`src/miss_defs.svh`:
```
`ifndef MISS_DEFS_SVH
`define MISS_DEFS_SVH

// outstanding line misses held at once
`define MSHR_ENTRIES   8

// one bit per load or store queue entry
`define SLOT_BITS      8

// physical request address and its line part
`define PADDR_BITS     15
`define LINE_ADDR_BITS 11

// primary-miss line addresses waiting for memory
`define ISSUE_DEPTH    4

`endif

```
`src/miss_pkg.sv`:
```
`include "miss_defs.svh"

package miss_pkg;

    // a line address as it is held in an entry and sent to memory
    typedef logic [`LINE_ADDR_BITS-1:0] line_addr_t;

    typedef logic [`SLOT_BITS-1:0] slot_mask_t;

    typedef struct packed {
        line_addr_t line_addr;
        slot_mask_t slot;      // one-hot queue entry
        logic       is_store;  // set when the store queue reported the miss
    } miss_req_t;

    typedef struct packed {
        logic       valid;
        line_addr_t line_addr;
        slot_mask_t rd_slots;  // load slots waiting on the line
        slot_mask_t sw_slots;  // store slots waiting on the line
    } mshr_entry_t;

    // both masks of a released entry leave in one pulse
    typedef struct packed {
        slot_mask_t rd_slots;
        slot_mask_t sw_slots;
    } wakeup_t;

endpackage

```
`src/miss_ctrl.sv`:
```
`timescale 1ns/10ps

module miss_ctrl
    import miss_pkg::*;
(
    input  logic      clk,
    input  logic      arst_n,
    input  miss_req_t req,
    input  logic      req_valid,
    input  logic      fill_valid,
    input  logic      req_hit,
    input  logic      fill_hit,
    input  logic      collide,
    input  logic      full,
    input  logic      fifo_full,
    input  wakeup_t   fill_masks,
    output logic      alloc,
    output logic      merge,
    output logic      retry,
    output logic      wakeup_valid,
    output wakeup_t   wakeup,
    output logic      stray_fill
);

    logic    fold;
    wakeup_t fold_masks;
    wakeup_t wakeup_d;

    assign merge = req_valid && req_hit;
    // the entry freed by a fill this cycle is not offered to the request
    assign alloc = req_valid && !req_hit && !full && !fifo_full;
    assign fold  = req_valid && collide;  // request names the line being filled

    always_comb begin
        fold_masks = '0;
        if (fold) begin
            if (req.is_store) begin
                fold_masks.sw_slots = req.slot;
            end else begin
                fold_masks.rd_slots = req.slot;
            end
        end
    end

    assign wakeup_d = (fill_valid && fill_hit) ? (fill_masks | fold_masks) : '0;

    always_ff @(posedge clk or negedge arst_n) begin
        if (!arst_n) begin
            retry        <= 1'b0;
            wakeup_valid <= 1'b0;
            wakeup       <= '0;
            stray_fill   <= 1'b0;
        end else begin
            retry        <= req_valid && !alloc && !merge;
            wakeup_valid <= fill_valid && fill_hit;
            wakeup       <= wakeup_d;  // stays zero outside the wakeup cycle
            stray_fill   <= fill_valid && !fill_hit;
        end
    end

    a_req_slot_onehot: assert property (
        @(posedge clk) disable iff (!arst_n)
        req_valid |-> $onehot(req.slot)
    ) else $error("miss report without exactly one slot bit");

    // every entry starts with the slot of its primary miss
    a_wakeup_not_empty: assert property (
        @(posedge clk) disable iff (!arst_n)
        wakeup_valid |-> (wakeup != '0)
    ) else $error("wakeup pulse carries no waiting slot");

endmodule

```
`src/miss_issue_fifo.sv`:
```
`timescale 1ns/10ps
`include "miss_defs.svh"

module miss_issue_fifo
    import miss_pkg::*;
#(
    parameter int DEPTH = `ISSUE_DEPTH
) (
    input  logic       clk,
    input  logic       arst_n,
    input  logic       push,
    input  line_addr_t push_line_addr,
    input  logic       mem_busy,
    output logic       fifo_full,
    output logic       mem_req,
    output line_addr_t mem_line_addr
);

    localparam int PTR_W = (DEPTH > 1) ? $clog2(DEPTH) : 1;
    localparam int CNT_W = $clog2(DEPTH + 1);

    line_addr_t       buf_q [DEPTH];
    logic [PTR_W-1:0] wr_ptr;
    logic [PTR_W-1:0] rd_ptr;
    logic [CNT_W-1:0] count;
    logic             pop;

    function automatic logic [PTR_W-1:0] ptr_inc(input logic [PTR_W-1:0] ptr);
        return (ptr == PTR_W'(DEPTH - 1)) ? '0 : ptr + 1'b1;
    endfunction

    assign fifo_full = (count == CNT_W'(DEPTH));
    assign pop       = !mem_busy && (count != '0);  // one address per free cycle

    always_ff @(posedge clk or negedge arst_n) begin
        if (!arst_n) begin
            wr_ptr        <= '0;
            rd_ptr        <= '0;
            count         <= '0;
            mem_req       <= 1'b0;
            mem_line_addr <= '0;
        end else begin
            if (push) begin
                wr_ptr <= ptr_inc(wr_ptr);
            end
            if (pop) begin
                rd_ptr        <= ptr_inc(rd_ptr);
                mem_line_addr <= buf_q[rd_ptr];
            end
            mem_req <= pop;
            count   <= count + CNT_W'(push) - CNT_W'(pop);
        end
    end

    always_ff @(posedge clk) begin
        if (push) begin
            buf_q[wr_ptr] <= push_line_addr;
        end
    end

    // the control side turns primary misses into retries while the queue is full
    a_no_push_full: assert property (
        @(posedge clk) disable iff (!arst_n)
        push |-> !fifo_full
    ) else $error("issue queue pushed while full");

endmodule

```
`src/miss_unit.sv`:
```
`timescale 1ns/10ps
`include "miss_defs.svh"

module miss_unit
    import miss_pkg::*;
(
    input  logic                   clk,
    input  logic                   arst_n,
    input  logic                   req_valid,
    input  logic [`PADDR_BITS-1:0] req_paddr,
    input  logic [`SLOT_BITS-1:0]  req_slot,
    input  logic                   req_is_store,
    input  logic                   fill_valid,
    input  line_addr_t             fill_line_addr,
    input  logic                   mem_busy,
    output logic                   retry,
    output logic                   wakeup_valid,
    output wakeup_t                wakeup,
    output logic                   stray_fill,
    output logic                   mem_req,
    output line_addr_t             mem_line_addr,
    output logic                   mshr_full
);

    miss_req_t req;
    logic      req_hit;
    logic      fill_hit;
    logic      collide;
    logic      fifo_full;
    logic      alloc;
    logic      merge;
    wakeup_t   fill_masks;

    assign req.line_addr = req_paddr[`PADDR_BITS-1 -: `LINE_ADDR_BITS];  // low bits pick a byte
    assign req.slot      = req_slot;
    assign req.is_store  = req_is_store;

    miss_ctrl i_miss_ctrl (
        .clk          (clk),
        .arst_n       (arst_n),
        .req          (req),
        .req_valid    (req_valid),
        .fill_valid   (fill_valid),
        .req_hit      (req_hit),
        .fill_hit     (fill_hit),
        .collide      (collide),
        .full         (mshr_full),
        .fifo_full    (fifo_full),
        .fill_masks   (fill_masks),
        .alloc        (alloc),
        .merge        (merge),
        .retry        (retry),
        .wakeup_valid (wakeup_valid),
        .wakeup       (wakeup),
        .stray_fill   (stray_fill)
    );

    mshr_file i_mshr_file (
        .clk            (clk),
        .arst_n         (arst_n),
        .req            (req),
        .merge          (merge),
        .alloc          (alloc),
        .fill_valid     (fill_valid),
        .fill_line_addr (fill_line_addr),
        .req_hit        (req_hit),
        .fill_hit       (fill_hit),
        .collide        (collide),
        .full           (mshr_full),
        .fill_masks     (fill_masks)
    );

    miss_issue_fifo #(
        .DEPTH (`ISSUE_DEPTH)
    ) i_miss_issue_fifo (
        .clk            (clk),
        .arst_n         (arst_n),
        .push           (alloc),
        .push_line_addr (req.line_addr),
        .mem_busy       (mem_busy),
        .fifo_full      (fifo_full),
        .mem_req        (mem_req),
        .mem_line_addr  (mem_line_addr)
    );

endmodule

```
`src/mshr_file.sv`:
```
`timescale 1ns/10ps
`include "miss_defs.svh"

module mshr_file
    import miss_pkg::*;
(
    input  logic       clk,
    input  logic       arst_n,
    input  miss_req_t  req,
    input  logic       merge,
    input  logic       alloc,
    input  logic       fill_valid,
    input  line_addr_t fill_line_addr,
    output logic       req_hit,
    output logic       fill_hit,
    output logic       collide,
    output logic       full,
    output wakeup_t    fill_masks
);

    localparam int N = `MSHR_ENTRIES;

    logic [N-1:0] valid_q;
    line_addr_t   line_q [N];
    wakeup_t      mask_q [N];
    mshr_entry_t  entry  [N];
    logic [N-1:0] req_match;
    logic [N-1:0] fill_match;
    logic [N-1:0] free_sel;
    wakeup_t      req_bit;

    // whole-entry view of the split storage
    always_comb begin
        for (int i = 0; i < N; i++) begin
            entry[i].valid     = valid_q[i];
            entry[i].line_addr = line_q[i];
            entry[i].rd_slots  = mask_q[i].rd_slots;
            entry[i].sw_slots  = mask_q[i].sw_slots;
        end
    end

    always_comb begin
        for (int i = 0; i < N; i++) begin
            req_match[i]  = entry[i].valid && (entry[i].line_addr == req.line_addr);
            fill_match[i] = fill_valid && entry[i].valid &&
                            (entry[i].line_addr == fill_line_addr);
        end
    end

    assign req_hit  = |req_match;
    assign fill_hit = |fill_match;
    assign collide  = |(req_match & fill_match);  // req_valid is applied by the control side
    assign full     = &valid_q;

    always_comb begin
        fill_masks = '0;
        for (int i = 0; i < N; i++) begin
            if (fill_match[i]) begin
                fill_masks.rd_slots = fill_masks.rd_slots | entry[i].rd_slots;
                fill_masks.sw_slots = fill_masks.sw_slots | entry[i].sw_slots;
            end
        end
    end

    // the lowest free entry wins, so the scan runs from the top down
    always_comb begin
        free_sel = '0;
        for (int i = N - 1; i >= 0; i--) begin
            if (!valid_q[i]) begin
                free_sel    = '0;
                free_sel[i] = 1'b1;
            end
        end
    end

    assign req_bit.rd_slots = req.is_store ? '0 : req.slot;
    assign req_bit.sw_slots = req.is_store ? req.slot : '0;

    always_ff @(posedge clk or negedge arst_n) begin
        if (!arst_n) begin
            valid_q <= '0;
        end else begin
            for (int i = 0; i < N; i++) begin
                if (alloc && free_sel[i]) begin
                    valid_q[i] <= 1'b1;
                end else if (fill_match[i]) begin
                    valid_q[i] <= 1'b0;  // masks leave through fill_masks this cycle
                end
            end
        end
    end

    always_ff @(posedge clk) begin
        for (int i = 0; i < N; i++) begin
            if (alloc && free_sel[i]) begin
                line_q[i] <= req.line_addr;
                mask_q[i] <= req_bit;
            end else if (merge && req_match[i]) begin
                mask_q[i] <= mask_q[i] | req_bit;
            end
        end
    end

    // a line is only ever allocated when no entry holds it
    a_unique_req_line: assert property (
        @(posedge clk) disable iff (!arst_n)
        $onehot0(req_match)
    ) else $error("request line matches more than one MSHR entry");

    a_unique_fill_line: assert property (
        @(posedge clk) disable iff (!arst_n)
        $onehot0(fill_match)
    ) else $error("fill line matches more than one MSHR entry");

endmodule

```
`config.mk`:
```
export PLATFORM = sky130hd
export DESIGN_NAME = miss_unit
export DESIGN_NICKNAME = d
export VERILOG_FILES = /design/src/miss_pkg.sv /design/src/miss_ctrl.sv /design/src/miss_issue_fifo.sv /design/src/miss_unit.sv /design/src/mshr_file.sv
export VERILOG_INCLUDE_DIRS = /design/src
export SDC_FILE = /design/constraint.sdc
export NUM_CORES = 1
export LEC_CHECK = 0
export CAP_MARGIN = 40
export CORE_MARGIN = 10
export CORE_UTILIZATION = 69
export CTS_BUF_LIST = sky130_fd_sc_hd__clkbuf_4 sky130_fd_sc_hd__clkbuf_8 sky130_fd_sc_hd__clkbuf_16
export CTS_CLUSTER_DIAMETER = 100
export DETAILED_ROUTE_END_ITERATION = 10
export DONT_BUFFER_PORTS = 1
export PLACE_DENSITY_LB_ADDON = 0.08
export SLEW_MARGIN = 20
export SYNTH_ARGS = -nofsm -noshare
export SYNTH_HDL_FRONTEND = slang
export SYNTH_SLANG_ARGS = --single-unit
```
`constraint.sdc`:
```
create_clock -name clk -period 5.76 [get_ports clk]
set_input_delay 1.152 -clock clk [delete_from_list [all_inputs] [get_ports clk]]
set_output_delay 1.152 -clock clk [all_outputs]
set_load 0.02 [all_outputs]
```
Word-level counts from Yosys, hierarchy flattened
Memory sizes are Yosys's and may differ from the RTL's. A register that Yosys moved wholly into a read port is not among the register bits.
Index checks and enable logic that the tools add are counted.
W data, S select, Z words.

storage, ports and cells
  bits in registers = 35
  bits in writable memories = 260
  input port bits = 40
  output and inout port bits = 32
  logic and storage cells = 262
  memories = 3

memory list
  name                     words  bits a word  read ports  clocked after memory_dff  write ports  RTL line               source
  i_mshr_file.mask_q       8      16           8           0                         8            mshr_file.sv:25        wakeup_t mask_q [N];
  i_mshr_file.line_q       8      11           8           0                         1            mshr_file.sv:24        line_addr_t line_q [N];
  i_miss_issue_fifo.buf_q  4      11           1           1                         1            miss_issue_fifo.sv:22  line_addr_t buf_q [DEPTH];

cells by class
  add/subtract/negate cells = 4
  equality and inequality tests = 19
  mux-type cells = 109
  bitwise gates (word level) = 32
  reduce and logical (&&, ||, !) cells = 78

operators with widths
  operator               number
  $mux W16               18
  $eq A11 B11 Y1         16
  $or A16 B16 Y16        9
  $or A8 B8 Y8           14
  $mux W8                10
  $mux W11               7
  $reduce_or A11 Y1      7
  $mux W1                65
  $logic_and A1 B1 Y1    50
  $reduce_or A8 Y1       3
  $mux W3                7
  $reduce_bool A2 Y1     8
  $and A8 B8 Y8          1
  $logic_not A1 Y1       8
  $or A1 B1 Y1           8
  $reduce_and A8 Y1      1
  $add A2 B1 Y2 const B  2
  $eq A2 B2 Y1 const B   2
  $mux W2                2
  $add A3 B1 Y3          1
  $eq A3 B3 Y1 const B   1
  $reduce_bool A3 Y1     1
  $sub A3 B1 Y3          1

Logic depth before layout (Yosys ltp)
  depth in word-level cells = 19
  gate-level depth with buffers = 15
  gate-level depth less buffers = 12

Cells and area by module
A second synthesis with hierarchy kept.

second synthesis, totals
  cell total of the unflattened synthesis = 1112
  area total of the unflattened synthesis = 14402.6 sq um

modules (own cells, without submodules)
  module           instances  cells each  area an instance (sq um)
  mshr_file        1          937         11180.7
  miss_issue_fifo  1          119         2468.6
  miss_ctrl        1          56          753.2

Worst setup path before layout
OpenSTA, ideal clock, no wires.

  kind = input port to flip-flop
  start = input req_paddr[10]
  end = memory i_mshr_file.mask_q[2][16] (netlist bit), enable pin
  arrival = 3.622 ns
  required time = 5.346 ns
  slack = 1.723 ns
  stages on the path = 9
  buffers on the path = 2
  path through = buf_4 -> xnor2_1 -> nand4_1 -> nor3_1 -> nor4_1 -> and3_1 -> nand3_2 -> buf_2 -> o31ai_1

RTL lines
  element          RTL line         source
  start, declared  miss_unit.sv:10  input logic [`PADDR_BITS-1:0] req_paddr,
  end, declared    mshr_file.sv:25

Worst setup path after layout
  start = register i_mshr_file.valid_q[2]
  end = register i_miss_issue_fifo.count[2]

between the ends
  elaborated cells between the ends (all ways) = 10

RTL lines
  element                            RTL line               source
  start, declared                    mshr_file.sv:23        logic [N-1:0] valid_q;
  start signal, assigned             mshr_file.sv:81        valid_q <= '0;
  start signal, assigned by index    mshr_file.sv:85        valid_q[i] <= 1'b1;
  start signal, assigned by index    mshr_file.sv:87        valid_q[i] <= 1'b0;
  $reduce_and A8 Y1                  mshr_file.sv:53        assign full = &valid_q;
  named net mshr_full                miss_unit.sv:22        output logic mshr_full
  $logic_not A1 Y1                   miss_ctrl.sv:31        assign alloc = req_valid && !req_hit && !full && !fifo_full;
  $logic_and A1 B1 Y1 (2 in series)  miss_ctrl.sv:31
  named net alloc                    miss_unit.sv:30        logic alloc;
  $add A3 B1 Y3                      miss_issue_fifo.sv:51  count <= count + CNT_W'(push) - CNT_W'(pop);
  $sub A3 B1 Y3                      miss_issue_fifo.sv:51
  end signal, assigned               miss_issue_fifo.sv:51
  end, declared                      miss_issue_fifo.sv:25  logic [CNT_W-1:0] count;

The timed path passes the listed nets, and every way through them passes these cells.
A chain may end at the register's enable or synchronous reset.

==> report_table.html <==
<table>
<tr><th>Metric</th><th>Value</th></tr>
<tr><th colspan="2">Status</th></tr>
<tr><td>Result of the run</td><td>completed</td></tr>
<tr><th colspan="2">STA</th></tr>
<tr><td>RSZ-0062 raised after global routing</td><td>no</td></tr>
<tr><td>Total count of max-transition violations in the final report</td><td>0</td></tr>
<tr><td>Final count of negative-setup-slack endpoints</td><td>0</td></tr>
<tr><td>Skew final</td><td>~0.013 ns</td></tr>
<tr><td>Minimum period implied by the final worst setup slack</td><td>between 3 and 4 ns</td></tr>
<tr><td>Crit share post-route</td><td>68.1%</td></tr>
<tr><td>Normalized max-slew margin</td><td>48.5%</td></tr>
<tr><td>Highest clock rate</td><td>0.255 GHz</td></tr>
<tr><td>Fin worst setup slack</td><td>1.84 ns</td></tr>
<tr><td>Hold violation total from the final report</td><td>0</td></tr>
<tr><td>Final setup TNS</td><td>0 ns</td></tr>
<tr><td>Slew @ Worst Pin</td><td>0.772 ns</td></tr>
<tr><th colspan="2">Worst setup path</th></tr>
<tr><td>Cell breakdown of the critical path</td><td>nand3_1 &gt; nor2_1 &gt; nand4_1 &gt; nor2_1 &gt; a21oi_1 &gt; nand3_2 &gt; buf_4 &gt; inv_1 &gt; ha_1 &gt; inv_1 &gt; fa_1 &gt; xnor2_1 &gt; xnor2_1</td></tr>
<tr><td>Worst flop-to-flop path endpoint</td><td>i_miss_issue_fifo.count[2]</td></tr>
<tr><td>CP startpoint kind</td><td>flop</td></tr>
<tr><td>Endpoint arrival time on the critical path</td><td>4.41 ns</td></tr>
<tr><td>Crit Path Max Fanout</td><td>18</td></tr>
<tr><td>Max stage delay cell, worst path</td><td>sky130_fd_sc_hd__dfrtp_1</td></tr>
<tr><td>Crit Reg-Reg Startpoint</td><td>i_mshr_file.valid_q[2]</td></tr>
<tr><td>Cell depth of the worst setup path</td><td>13</td></tr>
<tr><td>Delay of the slowest cell on the worst path</td><td>0.53 ns</td></tr>
<tr><td>Endpoint class of the critical path</td><td>flop</td></tr>
<tr><td>Required time at the endpoint of the critical path</td><td>6.24 ns</td></tr>
<tr><td>Delay-heaviest family, CP</td><td>simple AND/OR/NAND/NOR gates</td></tr>
<tr><td>Worst reg-to-reg setup slack</td><td>about 1.8 ns</td></tr>
<tr><td>Worst setup path class</td><td>reg -&gt; reg</td></tr>
<tr><td>Number of buffers and inverters on the critical path</td><td>3</td></tr>
<tr><td>Count of cells along the worst register-to-register path</td><td>13</td></tr>
<tr><th colspan="2">Floorplanning</th></tr>
<tr><td>Starting utilization of the core area</td><td>70.4%</td></tr>
<tr><td>Std-Cell Core Area</td><td>20300 sq um</td></tr>
<tr><td>Vertical extent of the die</td><td>164 um</td></tr>
<tr><td>I/O pins</td><td>72</td></tr>
<tr><td>Die Span X</td><td>around 160 um</td></tr>
<tr><td>Cell row count</td><td>between 50 and 60</td></tr>
<tr><td>Die Outline Area</td><td>between 20000 and 30000 sq um</td></tr>
<tr><th colspan="2">Routing</th></tr>
<tr><td>Iteration count of the initial detailed-routing pass</td><td>5</td></tr>
<tr><td>Ratio of routed vias to standard cells</td><td>6.42</td></tr>
<tr><td>1st-iter DRT viols</td><td>approximately 1000</td></tr>
<tr><td>Post-DRT Antenna Nets</td><td>0</td></tr>
<tr><td>DR WL/cell</td><td>between 20 and 25 um</td></tr>
<tr><td>DRC violations left</td><td>0</td></tr>
<tr><td>Vias post-DR</td><td>9154</td></tr>
<tr><td>Total detailed-routing wirelength</td><td>34700 um</td></tr>
<tr><th colspan="2">GRT</th></tr>
<tr><td>Via count of the first global-routing pass</td><td>9221</td></tr>
<tr><td>Wire length of the first global-routing pass</td><td>approximately 54000 um</td></tr>
<tr><td>Global router's overall resource usage</td><td>25.9%</td></tr>
<tr><td>Leftover overflow at the end of global routing</td><td>0</td></tr>
<tr><td>Maximum number of pins on one net before global-route repair</td><td>47</td></tr>
<tr><td>Antenna violations before repair</td><td>0</td></tr>
<tr><th colspan="2">CTS</th></tr>
<tr><td>Max H-tree Level</td><td>1</td></tr>
<tr><td>Total clock buffers created by CTS</td><td>31</td></tr>
<tr><td>Clock Pin Slew Worst Setup and Hold Paths</td><td>around 0.060 ns</td></tr>
<tr><td>Clock sinks</td><td>just over 300</td></tr>
<tr><td>Buffers from clock root to sink, at most</td><td>3</td></tr>
<tr><td>Number of setup buffers added after CTS</td><td>0</td></tr>
<tr><td>Cts-stage hold buffer count</td><td>0</td></tr>
<tr><td>Number of gates resized after CTS</td><td>0</td></tr>
<tr><td>CTS root buffer</td><td>sky130_fd_sc_hd__clkbuf_16</td></tr>
<tr><td>Clock latency on the worst-skew pair</td><td>0.56 ns</td></tr>
<tr><td>TritonCTS clock tree</td><td>done</td></tr>
<tr><th colspan="2">Synth</th></tr>
<tr><td>EDFF count, synth</td><td>260</td></tr>
<tr><td>Fraction of registers with async set/reset</td><td>~15%</td></tr>
<tr><td>Sequential fraction of the synthesis area</td><td>62.7%</td></tr>
<tr><td>Cell taking the most area after synthesis</td><td>sky130_fd_sc_hd__edfxtp_1</td></tr>
<tr><td>Post-Syn Area per Cell</td><td>12.7 sq um</td></tr>
<tr><td>Synth top area share</td><td>54.6%</td></tr>
<tr><td>Post-synthesis register bit count</td><td>306</td></tr>
<tr><td>Ranking of synthesized cells by area</td><td>sky130_fd_sc_hd__edfxtp_1 55%, sky130_fd_sc_hd__xnor2_1 11%, sky130_fd_sc_hd__dfrtp_1 8.1%</td></tr>
<tr><td>Number of different library cells in the post-synthesis netlist</td><td>40</td></tr>
<tr><td>Most frequently used flop master after synthesis</td><td>sky130_fd_sc_hd__edfxtp_1</td></tr>
<tr><td>Number of warning messages in the yosys log</td><td>0</td></tr>
<tr><td>Number of standard cells after synthesis</td><td>1122</td></tr>
<tr><td>Syn Std Cell Area</td><td>14300 sq um</td></tr>
<tr><td>Total nets after synthesis</td><td>1170</td></tr>
<tr><th colspan="2">Power and ir drop</th></tr>
<tr><td>Total power per unit cell area</td><td>367 nW/um^2</td></tr>
<tr><td>Total leakage power</td><td>5.88 nW</td></tr>
<tr><td>Maximum ir drop on the vdd rail</td><td>288 uV</td></tr>
<tr><th colspan="2">Layout</th></tr>
<tr><td>Number of standard cells in the layout, taps in and fillers out</td><td>1425</td></tr>
<tr><td>Most common library cell in the layout ignoring fill and taps</td><td>sky130_fd_sc_hd__nand2_1</td></tr>
<tr><td>Sequential cell area</td><td>around 9000 sq um</td></tr>
<tr><td>Footprint of the multi-input gates</td><td>5030 sq um</td></tr>
<tr><td>Antenna cell count</td><td>0</td></tr>
<tr><td>Commonest cells after routing, fill and taps aside</td><td>277 x sky130_fd_sc_hd__nand2_1, 260 x sky130_fd_sc_hd__edfxtp_1, 178 x sky130_fd_sc_hd__xnor2_1</td></tr>
<tr><td>Ratio of cells with drive above 1 in the final layout</td><td>12.5%</td></tr>
<tr><td>Filler cells</td><td>1254</td></tr>
<tr><td>Final instance area</td><td>between 15000 and 20000 sq um</td></tr>
<tr><td>Area overhead of the layout relative to synthesis</td><td>10.1%</td></tr>
<tr><td>Nets</td><td>1178</td></tr>
<tr><th colspan="2">Placement</th></tr>
<tr><td>Buffers added on ports</td><td>0</td></tr>
<tr><td>Post-Place Worst Slack</td><td>1.75 ns</td></tr>
<tr><td>Dpl cells</td><td>1365</td></tr>
<tr><td>Half-perimeter wire length after detailed placement</td><td>21500 um</td></tr>
<tr><td>Weighted congestion reported at the end of routability-driven placement</td><td>between 0.8 and 0.9</td></tr>
<tr><td>Placement Cell Area</td><td>14700 sq um</td></tr>
<tr><th colspan="2">Flow run</th></tr>
<tr><td>Number of maximum-capacitance constraint violations</td><td>0</td></tr>
<tr><th colspan="2">Worst hold path</th></tr>
<tr><td>Worst min path class</td><td>in -&gt; async</td></tr>
</table>
==> layout make-up <==
class | instances | share of cell area [%]
sequential | 306 | 56.9
clock inverter | 15 | 0.779
tap | 270 | 2.15
timing repair buffer | 38 | 1.91
inverter | 21 | 0.501
multi-input combinational | 732 | 31.9
clock buffer | 43 | 5.81
==> sequential cells by signal, summed over array words and instances (netlist names) <==
| register | flops |
|---|---|
| i_miss_ctrl.stray_fill | 1 |
| i_miss_issue_fifo.wr_ptr | 2 |
| i_miss_issue_fifo.count | 3 |
| i_miss_issue_fifo.mem_line_addr | 11 |
| i_miss_issue_fifo.rd_ptr | 2 |
| i_miss_issue_fifo.buf_q | 44 |
| i_mshr_file.mask_q | 128 |
| i_mshr_file.line_q | 88 |
| i_miss_ctrl.wakeup_valid | 1 |
| i_miss_ctrl.retry | 1 |
| i_miss_issue_fifo.mem_req | 1 |
| i_mshr_file.valid_q | 8 |
| i_miss_ctrl.wakeup | 16 |
==> synth_stat cells (16+ instances only) <==
| cell | instances |
|---|---|
| sky130_fd_sc_hd__a22o_1 | 17 |
| sky130_fd_sc_hd__buf_4 | 21 |
| sky130_fd_sc_hd__dfrtp_1 | 46 |
| sky130_fd_sc_hd__clkbuf_1 | 17 |
| sky130_fd_sc_hd__a221oi_1 | 16 |
| sky130_fd_sc_hd__nor2_1 | 24 |
| sky130_fd_sc_hd__nand3_1 | 26 |
| sky130_fd_sc_hd__a22oi_1 | 33 |
| sky130_fd_sc_hd__nand2_1 | 277 |
| sky130_fd_sc_hd__nand4_1 | 42 |
| sky130_fd_sc_hd__inv_1 | 20 |
| sky130_fd_sc_hd__edfxtp_1 | 260 |
| sky130_fd_sc_hd__xnor2_1 | 178 |
==> power breakdown <==
group	switching, W	total [W]	internal [W]	leakage, nW
sequential	0.000256	0.00295	0.00269	2.92
combinational	0.000453	0.000817	0.000365	2.43
clock	0.000821	0.00201	0.00119	0.526
total	0.00153	0.00578	0.00425	5.88
==> metal layers <==
layer  global-route usage, %  part of all wire [%]  vias to the layer above
li1                        -                     -                     4037
met1                    35.5                    39                     4489
met2                    42.0                    47                      526
met3                    4.71                    11                      102
met4                    7.11                   3.0                        0
met5                   0.756                     0                        -
==> through the flow <==
step / total power, W / hold WS (ns) / utilization [%]
2_1_floorplan: 0.00358 / 0.518 / -
3_3_place_gp: 0.00374 / 0.533 / 72.1
3_5_place_dp: 0.00380 / 0.539 / 72.3
4_1_cts: 0.00579 / 0.273 / 77.5
5_1_grt: 0.00600 / 0.272 / 77.5
6_report: 0.00578 / 0.283 / 77.5
==> logic make-up (layout without fill, tap and decap cells) <==
family	count (synthesis)	after routing	share of synthesized area [%]
simple gates	419	419	14.0
flops	306	306	62.7
xor+xnor	178	178	10.9
compound gates	101	101	5.72
buf+inv	84	117	3.05
mux	26	26	2.94
fa+ha+maj	8	8	0.753
==> worst register-to-register path: cells and delay by family, from the launching register on <==
family | cells | cell delay (ns)
buffers and inverters | 3 | 0.47
AND/OR/NAND/NOR | 5 | 1.87
adder cells (fa/ha/maj) | 2 | 0.40
AO/OA/AOI/OAI | 1 | 0.27
XOR/XNOR | 2 | 0.29
flip-flops | 1 | 0.53
==> worst max-delay path by stage <==
stage	from	slack, ns	endpoint
6_report	i_mshr_file.valid_q[2]	1.84	i_miss_issue_fifo.count[2]
4_1_cts	i_mshr_file.valid_q[0]	1.87	i_miss_issue_fifo.count[2]
5_1_grt	i_mshr_file.valid_q[2]	1.52	i_miss_issue_fifo.count[2]
3_3_place_gp	req_paddr[12]	1.76	i_mshr_file.mask_q[3][18]
3_5_place_dp	req_paddr[12]	1.75	i_mshr_file.mask_q[3][31]
2_1_floorplan	req_paddr[10]	1.72	i_mshr_file.mask_q[2][16]
(Power assumes the default switching activity.)
